$ cat src/hw/adc_acq_pkg.sv
`default_nettype none

package adc_acq_pkg;

    // number of sequencer states, one bit each in the one-hot vector
    localparam int NUM_STATES = 17;

    // bit positions in the one-hot state vector
    localparam int ST_IDLE           = 0;
    localparam int ST_WATCH_FOR_TRIG = 1;
    localparam int ST_FILL_INIT1     = 2;
    localparam int ST_FILL_INIT2     = 3;
    localparam int ST_WAVEFORM_INIT1 = 4;
    localparam int ST_WAVEFORM_INIT2 = 5;
    localparam int ST_WAVEFORM_INIT3 = 6;
    localparam int ST_RUN1           = 7;
    localparam int ST_RUN2           = 8;
    localparam int ST_RUN3           = 9;
    localparam int ST_RUN4           = 10;
    localparam int ST_WAVEFORM_TST1  = 11;
    localparam int ST_WAVEFORM_TST2  = 12;
    localparam int ST_CHECKSUM1      = 13;
    localparam int ST_CHECKSUM2      = 14;
    localparam int ST_DDR3_WAIT      = 15;
    localparam int ST_DONE           = 16;

    // synchronizer stages for enables and trigger
    localparam int ARM_SYNC_DEPTH = 4;
    // synchronizer stages for the ddr3 write-done flag
    localparam int DDR3_SYNC_DEPTH = 2;
    // extra cycles of valid delay to cover the circular buffer read latency
    localparam int BURST_VALID_DELAY = 2;

    typedef logic [NUM_STATES-1:0] state_vec_t;

    // bit 1 from enable1, bit 0 from enable0
    typedef logic [1:0] fill_type_t;

endpackage

`default_nettype wire

$ cat src/hw/cdc_sync_chain.sv
`timescale 1ns/1ps
`default_nettype none

module cdc_sync_chain #(
    parameter type payload_t = logic,
    parameter int  depth     = 2
) (
    input  wire logic clk,
    input  payload_t  din,
    output payload_t  dout
);

    // shift chain into the clk domain, stage 0 is the metastable one
    (* ASYNC_REG = "TRUE" *) payload_t sync_q [0:depth-1];

    always_ff @(posedge clk) begin
        sync_q[0] <= din;
        for (int i = 1; i < depth; i++) begin
            sync_q[i] <= sync_q[i-1];
        end
    end

    // last stage is the settled value
    assign dout = sync_q[depth-1];

    // a single flop gives no settling time
    if (depth < 2) begin : g_depth_check
        $error("cdc_sync_chain needs at least 2 stages");
    end

endmodule

`default_nettype wire

$ cat src/hw/acq_arm_trigger.sv
`timescale 1ns/1ps
`default_nettype none

module acq_arm_trigger
    import adc_acq_pkg::*;
(
    input  wire logic  clk,
    input  fill_type_t enable_sync,
    input  wire logic  trig_sync,
    output logic       mode_enabled,
    output logic       trig_level,
    output fill_type_t fill_type,
    output logic       trig_pulse
);

    // one stage past the synchronizer for edge detection
    logic trig_sync_d;

    always_ff @(posedge clk) begin
        // fill type comes straight from the enable pair
        fill_type <= enable_sync;
        // armed whenever either enable is set
        mode_enabled <= |enable_sync;
    end

    always_ff @(posedge clk) begin
        trig_sync_d <= trig_sync;
        // rising edge of the trigger, passed only while armed
        trig_pulse <= trig_sync & ~trig_sync_d & mode_enabled;
    end

    // level seen by the fsm to hold in DONE until the trigger drops
    assign trig_level = trig_sync;

    // one pulse per trigger edge, never a stretched pulse
    a_trig_pulse_single: assert property (
        @(posedge clk) trig_pulse |=> !trig_pulse
    );

endmodule

`default_nettype wire

$ cat src/hw/acq_sequencer_fsm.sv
`timescale 1ns/1ps
`default_nettype none

module acq_sequencer_fsm
    import adc_acq_pkg::*;
(
    input  wire logic  clk,
    input  wire logic  adc_acq_full_reset,
    input  wire logic  mode_enabled,
    input  wire logic  trig_level,
    input  wire logic  trig_fifo_empty,
    input  wire logic  burst_cntr_zero,
    input  wire logic  ddr3_wr_done_sync,
    output state_vec_t next_state
);

    // current state, one bit per state
    state_vec_t state_q;

    always_ff @(posedge clk) begin
        if (adc_acq_full_reset) begin
            state_q <= '0;
            state_q[ST_IDLE] <= 1'b1;
        end else begin
            state_q <= next_state;
        end
    end

    always_comb begin
        // all bits low, exactly one is set below
        next_state = '0;
        case (1'b1)
            // wait until armed
            state_q[ST_IDLE]: begin
                if (mode_enabled) begin
                    next_state[ST_WATCH_FOR_TRIG] = 1'b1;
                end else begin
                    next_state[ST_IDLE] = 1'b1;
                end
            end
            // wait for a trigger address in the fifo
            state_q[ST_WATCH_FOR_TRIG]: begin
                if (!trig_fifo_empty) begin
                    next_state[ST_FILL_INIT1] = 1'b1;
                end else begin
                    next_state[ST_WATCH_FOR_TRIG] = 1'b1;
                end
            end
            // fill header, two cycles
            state_q[ST_FILL_INIT1]:     next_state[ST_FILL_INIT2] = 1'b1;
            state_q[ST_FILL_INIT2]:     next_state[ST_WAVEFORM_INIT1] = 1'b1;
            // waveform header, three cycles
            state_q[ST_WAVEFORM_INIT1]: next_state[ST_WAVEFORM_INIT2] = 1'b1;
            state_q[ST_WAVEFORM_INIT2]: next_state[ST_WAVEFORM_INIT3] = 1'b1;
            state_q[ST_WAVEFORM_INIT3]: next_state[ST_RUN1] = 1'b1;
            // four-word data burst
            state_q[ST_RUN1]:           next_state[ST_RUN2] = 1'b1;
            state_q[ST_RUN2]:           next_state[ST_RUN3] = 1'b1;
            state_q[ST_RUN3]:           next_state[ST_RUN4] = 1'b1;
            // loop for another burst until the counter runs out
            state_q[ST_RUN4]: begin
                if (burst_cntr_zero) begin
                    next_state[ST_WAVEFORM_TST1] = 1'b1;
                end else begin
                    next_state[ST_RUN1] = 1'b1;
                end
            end
            // drain the buffer read pipeline
            state_q[ST_WAVEFORM_TST1]:  next_state[ST_WAVEFORM_TST2] = 1'b1;
            state_q[ST_WAVEFORM_TST2]:  next_state[ST_CHECKSUM1] = 1'b1;
            // checksum word
            state_q[ST_CHECKSUM1]:      next_state[ST_CHECKSUM2] = 1'b1;
            state_q[ST_CHECKSUM2]:      next_state[ST_DDR3_WAIT] = 1'b1;
            // ddr3 writer still flushing
            state_q[ST_DDR3_WAIT]: begin
                if (ddr3_wr_done_sync) begin
                    next_state[ST_DONE] = 1'b1;
                end else begin
                    next_state[ST_DDR3_WAIT] = 1'b1;
                end
            end
            // hold off a retrigger while the trigger level stays high
            state_q[ST_DONE]: begin
                if (mode_enabled && trig_level) begin
                    next_state[ST_DONE] = 1'b1;
                end else begin
                    next_state[ST_IDLE] = 1'b1;
                end
            end
            // recover to idle from an illegal vector
            default:                    next_state[ST_IDLE] = 1'b1;
        endcase
    end

    a_state_onehot: assert property (
        @(posedge clk) disable iff (adc_acq_full_reset) $onehot(state_q)
    );

endmodule

`default_nettype wire

$ cat src/hw/acq_strobe_gen.sv
`timescale 1ns/1ps
`default_nettype none

module acq_strobe_gen
    import adc_acq_pkg::*;
(
    input  wire logic  clk,
    input  wire logic  adc_acq_full_reset,
    input  state_vec_t next_state,
    input  wire logic  dummy_dat_reset_mode,
    output logic       address_cntr_en,
    output logic       dummy_dat_reset,
    output logic       adc_mux_fill_hdr_sel,
    output logic       adc_mux_wfm_hdr_sel,
    output logic       adc_mux_dat_sel,
    output logic       adc_mux_checksum_select,
    output logic       adc_mux_checksum_update,
    output logic       burst_cntr_init,
    output logic       burst_cntr_en,
    output logic       fill_cntr_en,
    output logic       adc_acq_out_valid,
    output logic       acq_enabled,
    output logic       acq_done,
    output logic       init_circ_buf_rd_addr,
    output logic       inc_circ_buf_rd_addr,
    output logic       trig_addr_rd_en,
    output logic       latch_circ_buf_dat,
    output logic       sm_idle
);

    // header and checksum writes, valid one cycle later
    logic immed_valid;
    // burst write, valid after the buffer read delay
    logic burst_start;
    logic [BURST_VALID_DELAY-1:0] burst_dly;

    // each strobe is registered on the edge that enters its state
    always_ff @(posedge clk) begin
        if (adc_acq_full_reset) begin
            address_cntr_en <= 1'b0;
            dummy_dat_reset <= 1'b0;
            adc_mux_fill_hdr_sel <= 1'b0;
            adc_mux_wfm_hdr_sel <= 1'b0;
            adc_mux_dat_sel <= 1'b0;
            adc_mux_checksum_select <= 1'b0;
            burst_cntr_init <= 1'b0;
            burst_cntr_en <= 1'b0;
            fill_cntr_en <= 1'b0;
            acq_enabled <= 1'b0;
            acq_done <= 1'b0;
            init_circ_buf_rd_addr <= 1'b0;
            inc_circ_buf_rd_addr <= 1'b0;
            trig_addr_rd_en <= 1'b0;
            latch_circ_buf_dat <= 1'b0;
            sm_idle <= 1'b0;
            immed_valid <= 1'b0;
            burst_start <= 1'b0;
        end else begin
            // low while idle or watching, so ddr3 reads may run
            acq_enabled <= !(next_state[ST_IDLE] || next_state[ST_WATCH_FOR_TRIG]);
            sm_idle <= next_state[ST_IDLE] || next_state[ST_WATCH_FOR_TRIG];
            // fill header select, then its write
            adc_mux_fill_hdr_sel <= next_state[ST_FILL_INIT1];
            // one address step per word written to the fifo
            address_cntr_en <= next_state[ST_FILL_INIT2] || next_state[ST_WAVEFORM_INIT3]
                || next_state[ST_RUN4] || next_state[ST_CHECKSUM2];
            // waveform start: dummy counter reset, buffer start, pop trigger address
            dummy_dat_reset <= next_state[ST_WAVEFORM_INIT1] && dummy_dat_reset_mode;
            init_circ_buf_rd_addr <= next_state[ST_WAVEFORM_INIT1];
            trig_addr_rd_en <= next_state[ST_WAVEFORM_INIT1];
            adc_mux_wfm_hdr_sel <= next_state[ST_WAVEFORM_INIT2];
            burst_cntr_init <= next_state[ST_WAVEFORM_INIT2];
            // read address runs one word ahead of the latch
            inc_circ_buf_rd_addr <= next_state[ST_WAVEFORM_INIT3] || next_state[ST_RUN1]
                || next_state[ST_RUN2] || next_state[ST_RUN3] || next_state[ST_RUN4];
            burst_cntr_en <= next_state[ST_RUN1];
            // data words latched through the burst and the two drain states
            latch_circ_buf_dat <= |next_state[ST_WAVEFORM_TST2:ST_RUN1];
            adc_mux_dat_sel <= |next_state[ST_WAVEFORM_TST2:ST_RUN1];
            adc_mux_checksum_select <= next_state[ST_CHECKSUM1];
            fill_cntr_en <= next_state[ST_CHECKSUM2];
            acq_done <= next_state[ST_DONE];
            immed_valid <= next_state[ST_FILL_INIT2] || next_state[ST_WAVEFORM_INIT2]
                || next_state[ST_CHECKSUM2];
            burst_start <= next_state[ST_RUN4];
        end
    end

    // valid delay for bursts, checksum updates from the first stage
    always_ff @(posedge clk) begin
        if (adc_acq_full_reset) begin
            burst_dly <= '0;
            adc_mux_checksum_update <= 1'b0;
            adc_acq_out_valid <= 1'b0;
        end else begin
            burst_dly <= {burst_dly[BURST_VALID_DELAY-2:0], burst_start};
            adc_mux_checksum_update <= burst_dly[0];
            adc_acq_out_valid <= immed_valid | burst_dly[BURST_VALID_DELAY-1];
        end
    end

    // the output mux may only see one source at a time
    a_mux_sel_exclusive: assert property (
        @(posedge clk) disable iff (adc_acq_full_reset)
        $onehot0({adc_mux_fill_hdr_sel, adc_mux_wfm_hdr_sel,
                  adc_mux_dat_sel, adc_mux_checksum_select})
    );

endmodule

`default_nettype wire

$ cat src/hw/adc_acq_sm_cbuf.sv
`timescale 1ns/1ps
`default_nettype none

module adc_acq_sm_cbuf
    import adc_acq_pkg::*;
(
    input  wire logic  clk,
    input  wire logic  adc_acq_full_reset,
    input  wire logic  acq_enable0,
    input  wire logic  acq_enable1,
    input  wire logic  acq_trig,
    input  wire logic  trig_fifo_empty,
    input  wire logic  burst_cntr_zero,
    input  wire logic  ddr3_wr_done,
    input  wire logic  dummy_dat_reset_mode,
    output fill_type_t fill_type,
    output logic       trig_pulse,
    output logic       address_cntr_en,
    output logic       dummy_dat_reset,
    output logic       adc_mux_fill_hdr_sel,
    output logic       adc_mux_wfm_hdr_sel,
    output logic       adc_mux_dat_sel,
    output logic       adc_mux_checksum_select,
    output logic       adc_mux_checksum_update,
    output logic       burst_cntr_init,
    output logic       burst_cntr_en,
    output logic       fill_cntr_en,
    output logic       adc_acq_out_valid,
    output logic       acq_enabled,
    output logic       acq_done,
    output logic       init_circ_buf_rd_addr,
    output logic       inc_circ_buf_rd_addr,
    output logic       trig_addr_rd_en,
    output logic       latch_circ_buf_dat,
    output logic       sm_idle
);

    fill_type_t enable_sync;
    logic       trig_sync;
    logic       ddr3_wr_done_sync;
    logic       mode_enabled;
    logic       trig_level;
    state_vec_t next_state;

    // enable pair travels as one payload so both bits stay aligned
    cdc_sync_chain #(.payload_t(fill_type_t), .depth(ARM_SYNC_DEPTH)) u_enable_sync (
        .clk  (clk),
        .din  ({acq_enable1, acq_enable0}),
        .dout (enable_sync)
    );

    cdc_sync_chain #(.payload_t(logic), .depth(ARM_SYNC_DEPTH)) u_trig_sync (
        .clk  (clk),
        .din  (acq_trig),
        .dout (trig_sync)
    );

    // write-done from the ddr3 writer domain
    cdc_sync_chain #(.payload_t(logic), .depth(DDR3_SYNC_DEPTH)) u_ddr3_done_sync (
        .clk  (clk),
        .din  (ddr3_wr_done),
        .dout (ddr3_wr_done_sync)
    );

    acq_arm_trigger u_arm_trigger (
        .clk          (clk),
        .enable_sync  (enable_sync),
        .trig_sync    (trig_sync),
        .mode_enabled (mode_enabled),
        .trig_level   (trig_level),
        .fill_type    (fill_type),
        .trig_pulse   (trig_pulse)
    );

    acq_sequencer_fsm u_fsm (
        .clk                (clk),
        .adc_acq_full_reset (adc_acq_full_reset),
        .mode_enabled       (mode_enabled),
        .trig_level         (trig_level),
        .trig_fifo_empty    (trig_fifo_empty),
        .burst_cntr_zero    (burst_cntr_zero),
        .ddr3_wr_done_sync  (ddr3_wr_done_sync),
        .next_state         (next_state)
    );

    // strobes decoded from next_state alone
    acq_strobe_gen u_strobe_gen (
        .clk                     (clk),
        .adc_acq_full_reset      (adc_acq_full_reset),
        .next_state              (next_state),
        .dummy_dat_reset_mode    (dummy_dat_reset_mode),
        .address_cntr_en         (address_cntr_en),
        .dummy_dat_reset         (dummy_dat_reset),
        .adc_mux_fill_hdr_sel    (adc_mux_fill_hdr_sel),
        .adc_mux_wfm_hdr_sel     (adc_mux_wfm_hdr_sel),
        .adc_mux_dat_sel         (adc_mux_dat_sel),
        .adc_mux_checksum_select (adc_mux_checksum_select),
        .adc_mux_checksum_update (adc_mux_checksum_update),
        .burst_cntr_init         (burst_cntr_init),
        .burst_cntr_en           (burst_cntr_en),
        .fill_cntr_en            (fill_cntr_en),
        .adc_acq_out_valid       (adc_acq_out_valid),
        .acq_enabled             (acq_enabled),
        .acq_done                (acq_done),
        .init_circ_buf_rd_addr   (init_circ_buf_rd_addr),
        .inc_circ_buf_rd_addr    (inc_circ_buf_rd_addr),
        .trig_addr_rd_en         (trig_addr_rd_en),
        .latch_circ_buf_dat      (latch_circ_buf_dat),
        .sm_idle                 (sm_idle)
    );

endmodule

`default_nettype wire

$ cat config.mk
export PLATFORM = sky130hd
export DESIGN_NAME = adc_acq_sm_cbuf
export DESIGN_NICKNAME = d
export VERILOG_FILES = /design/src/hw/adc_acq_pkg.sv /design/src/hw/cdc_sync_chain.sv /design/src/hw/acq_arm_trigger.sv /design/src/hw/acq_sequencer_fsm.sv /design/src/hw/acq_strobe_gen.sv /design/src/hw/adc_acq_sm_cbuf.sv
export SDC_FILE = /design/constraint.sdc
export NUM_CORES = 1
export LEC_CHECK = 0
export BUFFER_PORTS_ARGS = -buffer_cell sky130_fd_sc_hd__buf_2
export CAP_MARGIN = 20
export CORE_ASPECT_RATIO = 1.5
export CORE_UTILIZATION = 55
export CTS_CLUSTER_DIAMETER = 150
export DETAILED_ROUTE_END_ITERATION = 8
export HOLD_SLACK_MARGIN = 0.05
export PLACE_DENSITY = 0.81
export SKIP_CTS_REPAIR_TIMING = 1
export SYNTH_ARGS = -nofsm -noshare
export SYNTH_HDL_FRONTEND = slang
export SYNTH_SLANG_ARGS = --single-unit
$ cat constraint.sdc
create_clock -name clk -period 3.3 [get_ports clk]
set_clock_uncertainty 0.2 [all_clocks]
set_input_delay 0.165 -clock clk [delete_from_list [all_inputs] [get_ports clk]]
set_output_delay 0.165 -clock clk [all_outputs]
set_load 0.1 [all_outputs]
## Word-level counts from Yosys, hierarchy flattened

Memory sizes are Yosys's and may differ from the RTL's.
Index checks and enable logic that the tools add are counted.

- Word-level logic and storage cells: 203
- Input port bits: 9
- RAM bits: 14
- Register bits after elaboration: 41
- Output and inout port bits: 21
- Memories: 3

- Bitwise gates (word level): 4
- Reduce and logical (&&, ||, !) cells: 16
- Multiplexer cells: 156

Memory list:

| memory | depth | bits a word | read ports | clocked after Yosys merged registers in | wr ports | RTL line | text |
|---|---|---|---|---|---|---|---|
| u_enable_sync.sync_q | 4 | 2 | 4 | 0 | 4 | cdc_sync_chain.sv:14 | `(* ASYNC_REG = "TRUE" *) payload_t sync_q [0:depth-1];` |
| u_trig_sync.sync_q | 4 | 1 | 4 | 0 | 4 | cdc_sync_chain.sv:14 |  |
| u_ddr3_done_sync.sync_q | 2 | 1 | 2 | 0 | 2 | cdc_sync_chain.sv:14 |  |

Operators with widths:

| operator | number |
|---|---|
| 2-to-1 mux 1 bit | 156 |
| OR reduction 15 bit | 1 |
| logical OR 1 bit | 10 |
| OR reduction 6 bit | 1 |
| AND 1 bit | 2 |
| logical AND 1 bit | 2 |
| OR reduction 2 bit | 1 |
| logical NOT 1 bit | 1 |
| inverter 1 bit | 1 |
| bitwise OR 1 bit | 1 |

## Depth between registers and ports, before layout

- Depth in word-level cells: 21
- Mapped depth: 5
- Mapped depth without buffers: 4

## Hierarchy

A second synthesis with hierarchy kept.

- Cells, all modules: 157
- Area total of the unflattened synthesis: 1,689.1 µm²

By module, submodules not included:

| module | instances | cells each | area an instance (µm²) | sequential area each (µm²) |
|---|---|---|---|---|
| acq_sequencer_fsm | 1 | 88 | 737.0 | 340.3 |
| acq_strobe_gen | 1 | 47 | 549.3 | 360.3 |
| cdc_sync_chain (u_enable_sync) | 1 | 8 | 160.2 | 160.2 |
| acq_arm_trigger | 1 | 8 | 122.6 | 100.1 |
| cdc_sync_chain (u_trig_sync) | 1 | 4 | 80.1 | 80.1 |
| cdc_sync_chain (u_ddr3_done_sync) | 1 | 2 | 40.0 | 40.0 |

## Worst setup path after synthesis

No wires, ideal clock.

- Path type: register to register
- Start: register u_fsm.state_q[4]
- End: register u_fsm.state_q[15]
- Required time: 3.009 ns
- Clock period less this slack: 2.305 ns
- Cell stages (with the launch flop): 5
- Library setup time: 0.091 ns
- Buffers on the path: 0
- Slack: 0.995 ns
- Arrival: 2.013 ns
- Cell sequence: dfxtp_1 or4_4 nor4_4 nand2b_4 nor4_2

- Longest elaborated chain between the ends: 1

RTL lines:

| what | RTL line | text |
|---|---|---|
| from (decl) | acq_sequencer_fsm.sv:18 | `state_vec_t state_q;` |
| from (signal assigned) | acq_sequencer_fsm.sv:25 | `state_q <= next_state;` |
| OR reduction 15 bit (no source line) | - |  |

Every way passes these cells.
A chain may end at the register's enable or synchronous reset.

## Final worst setup path

Ends and elaborated chain as after synthesis.

==> results.toml <==
[run_status]
status = "finished clean"

[setup_path]
critPathCaptureType = "flop"
arrival_ns = 2.05
worstSetupPathType = "reg -> reg"
crit_family = "simple AND/OR/NAND/NOR gates"
start_kind = "flop"
crit_slowest_cell = "or4_4"
regToRegStartpoint = "u_fsm.state_q[4]"
path_max_fanout = 6
crit_required_ns = 3.36
path_buf_inv = 0
path_cells = "or4_4 > nor4_4 > nand2b_4 > nor4_2"
max_stage_delay_ns = 0.58
cp-startpoint = "u_fsm.state_q[4]"

[logic_synthesis]
synthArstFlopShare_pct = 0
synth_common_cells = "46 x dfxtp_1, 10 x nor2_1, 8 x a21oi_1"
synth-seq-area-share_pct = 67.6
yosysTopAreaCell = "dfxtp_1"
synth.cell_area_um2 = 1360
synth_cells = 120
synth-seq-cells = 46
synth_most_common_cell = "dfxtp_1"
ys_types = 28
synth_top_area_share_pct = 67.6
syn_area_per_cell_um2 = 11.3
ys.flop_type = "dfxtp_1"
synth-edff-count = 0
yosys_warnings = 0
synth_nets = 129
synthTopCellsByArea = "dfxtp_1 68%, a21oi_1 2.9%, nor2_1 2.8%"

[die]
io_pins = 30
start_util_pct = 59.6
die_h_um = 62.9
rows = 21
dieArea_um2 = 2680
core_area_um2 = 2290
die_w_um = 42.6

[power_and_ir_drop]
netSwitchingFraction_pct = 22.4
power_frac_comb_pct = 7.1
p_switching_mw = 0.217
p_leak_nw = 0.787
power_mw = 0.971
pwr-share-clk_pct = 33.2
vdd_drop_max_mv = 0.481
p_per_area_nw_per_um2 = 585
p_int_mw = 0.754
seqPwrFrac_pct = 59.7

[global_route]
gr-total-overflow = 0
grt_max_degree = 14
antenna_found_initial = 0
grt_usage_pct = 17.4
grt_pass1_wl_um = 3390
grt_pass1_vias = 818

[clock_tree]
cts_max_level = 2
cts_sinks = 46
cts_tree = "done"
clock_latency_ns = 0.35
cts_inserted_buffers = 5
cts-root-buf = "clkbuf_4"
clockBufferDepth = 2
clkTransAtPathRegs_ns = 0.12

[sta]
setup_viol = 0
final.min_clock_period_ns = 1.98
worst_pin_slew_ns = 0.498
final_hold_viol_count = 0
holdWs_ns = 0.130
min_period_over_period_pct = 60.2
slew_violations = 0
setup-tns-final_ns = 0
timing.fmax_ghz = 0.504
maxSlewHeadroom_pct = 67.0
rsz0062_at_grt = "no"

[final_layout]
nets = 168
area_growth_pct = 22.0
diodes = 0
drive_gt1_share_pct = 30.0
fillers = 165
finalNonFillerCells = 183
multi_input_area_um2 = 388
seq_area_um2 = 921

[routing]
first_pass_iters = 3
met2_length_um = 998
met1_length_um = 898
route.met3.wl_um = 96
drc = 0
via_per_inst = 5.10
wl_per_cell_um = 11.3
top_layer_used = "met4"
drt_iter0_markers = 13
ant_nets = 0
num_vias = 934
finalWirelength_um = 2070

[min_path]
hold_start = "u_enable_sync.sync_q[2][0]"
worstHoldPathType = "reg -> reg"

[place]
place_inst = 167
port_buffers = 29
dp_hpwl_um = 1450
gp_congestion = 0.750

[job]
drv_cap = 0
-- registers in the layout, summed over array words and instances, names as in the netlist, 2 cells and up --
name / cells
u_ddr3_done_sync.sync_q: 2
u_enable_sync.sync_q: 8
u_fsm.state_q: 17
u_arm_trigger.fill_type: 2
u_trig_sync.sync_q: 4
-- layout make-up --
class / count / area share [%]
tap: 23 / 1.73
multi-input combinational: 63 / 23.4
clock buffer: 7 / 2.71
inverter: 6 / 1.36
sequential: 46 / 55.5
timing repair buffer: 37 / 13.6
clock inverter: 1 / 1.81
-- worst paths after layout --
check	end	slack [ns]	depth (start not counted)
setup reg to reg	u_fsm.state_q[15]	1.32	4
hold / removal	u_enable_sync.sync_q[3][0]	0.13	0
hold reg to reg	u_enable_sync.sync_q[3][0]	0.13	0
setup / recovery	u_fsm.state_q[15]	1.32	4
-- metrics by stage --
| step | setup WS, ns | utilization (%) | instance area, µm² |
|---|---|---|---|
| 4_1_cts | 1.32 | 69.1 | 1580 |
| 2_1_floorplan | 0.995 | - | 1360 |
| 5_1_grt | 1.21 | 72.6 | 1660 |
| 3_3_place_gp | 1.41 | 65.8 | 1510 |
| 3_5_place_dp | 1.35 | 65.8 | 1510 |
| 6_report | 1.32 | 72.6 | 1660 |
-- cells by family after synthesis --
kind of cell	Yosys count	synth area share, %
and+or+nand+nor	51	24.1
DFF	46	67.6
AOI/OAI and AO/OA	12	4.41
buffers and inverters	11	3.86
-- power groups by stage --
stage          Combinational [mW]  Clock [mW]  Sequential [mW]
5_1_grt                    0.0734       0.354            0.582
3_3_place_gp               0.0611           0            0.591
2_1_floorplan              0.0185           0            0.622
3_5_place_dp               0.0622           0            0.592
4_1_cts                    0.0624       0.331            0.580
6_report                   0.0693       0.323            0.580
-- cell usage in the layout (no fill, tap or decap), drive strengths merged, types with 2 or more instances in the layout --
cell type,synthesis,layout
dfxtp,46,46
a21oi,8,8
clkbuf,2,7
nor3b,3,3
nor2,10,10
nand2,7,7
nor2b,2,2
dlygate4sd3,0,8
and2,4,4
buf,3,29
and3,2,2
or3,2,2
o21ai,4,4
or2,2,2
nor3,6,6
nand3,2,2
nor4,3,3
and3b,2,2
inv,6,6
-- per-layer routing --
metal	global-route usage, %	up-vias
li1	-	476
met1	17.8	425
met2	28.2	25
met3	6.94	8
met4	11.7	0
met5	0	-
Power figures use the tool's default switching activity.
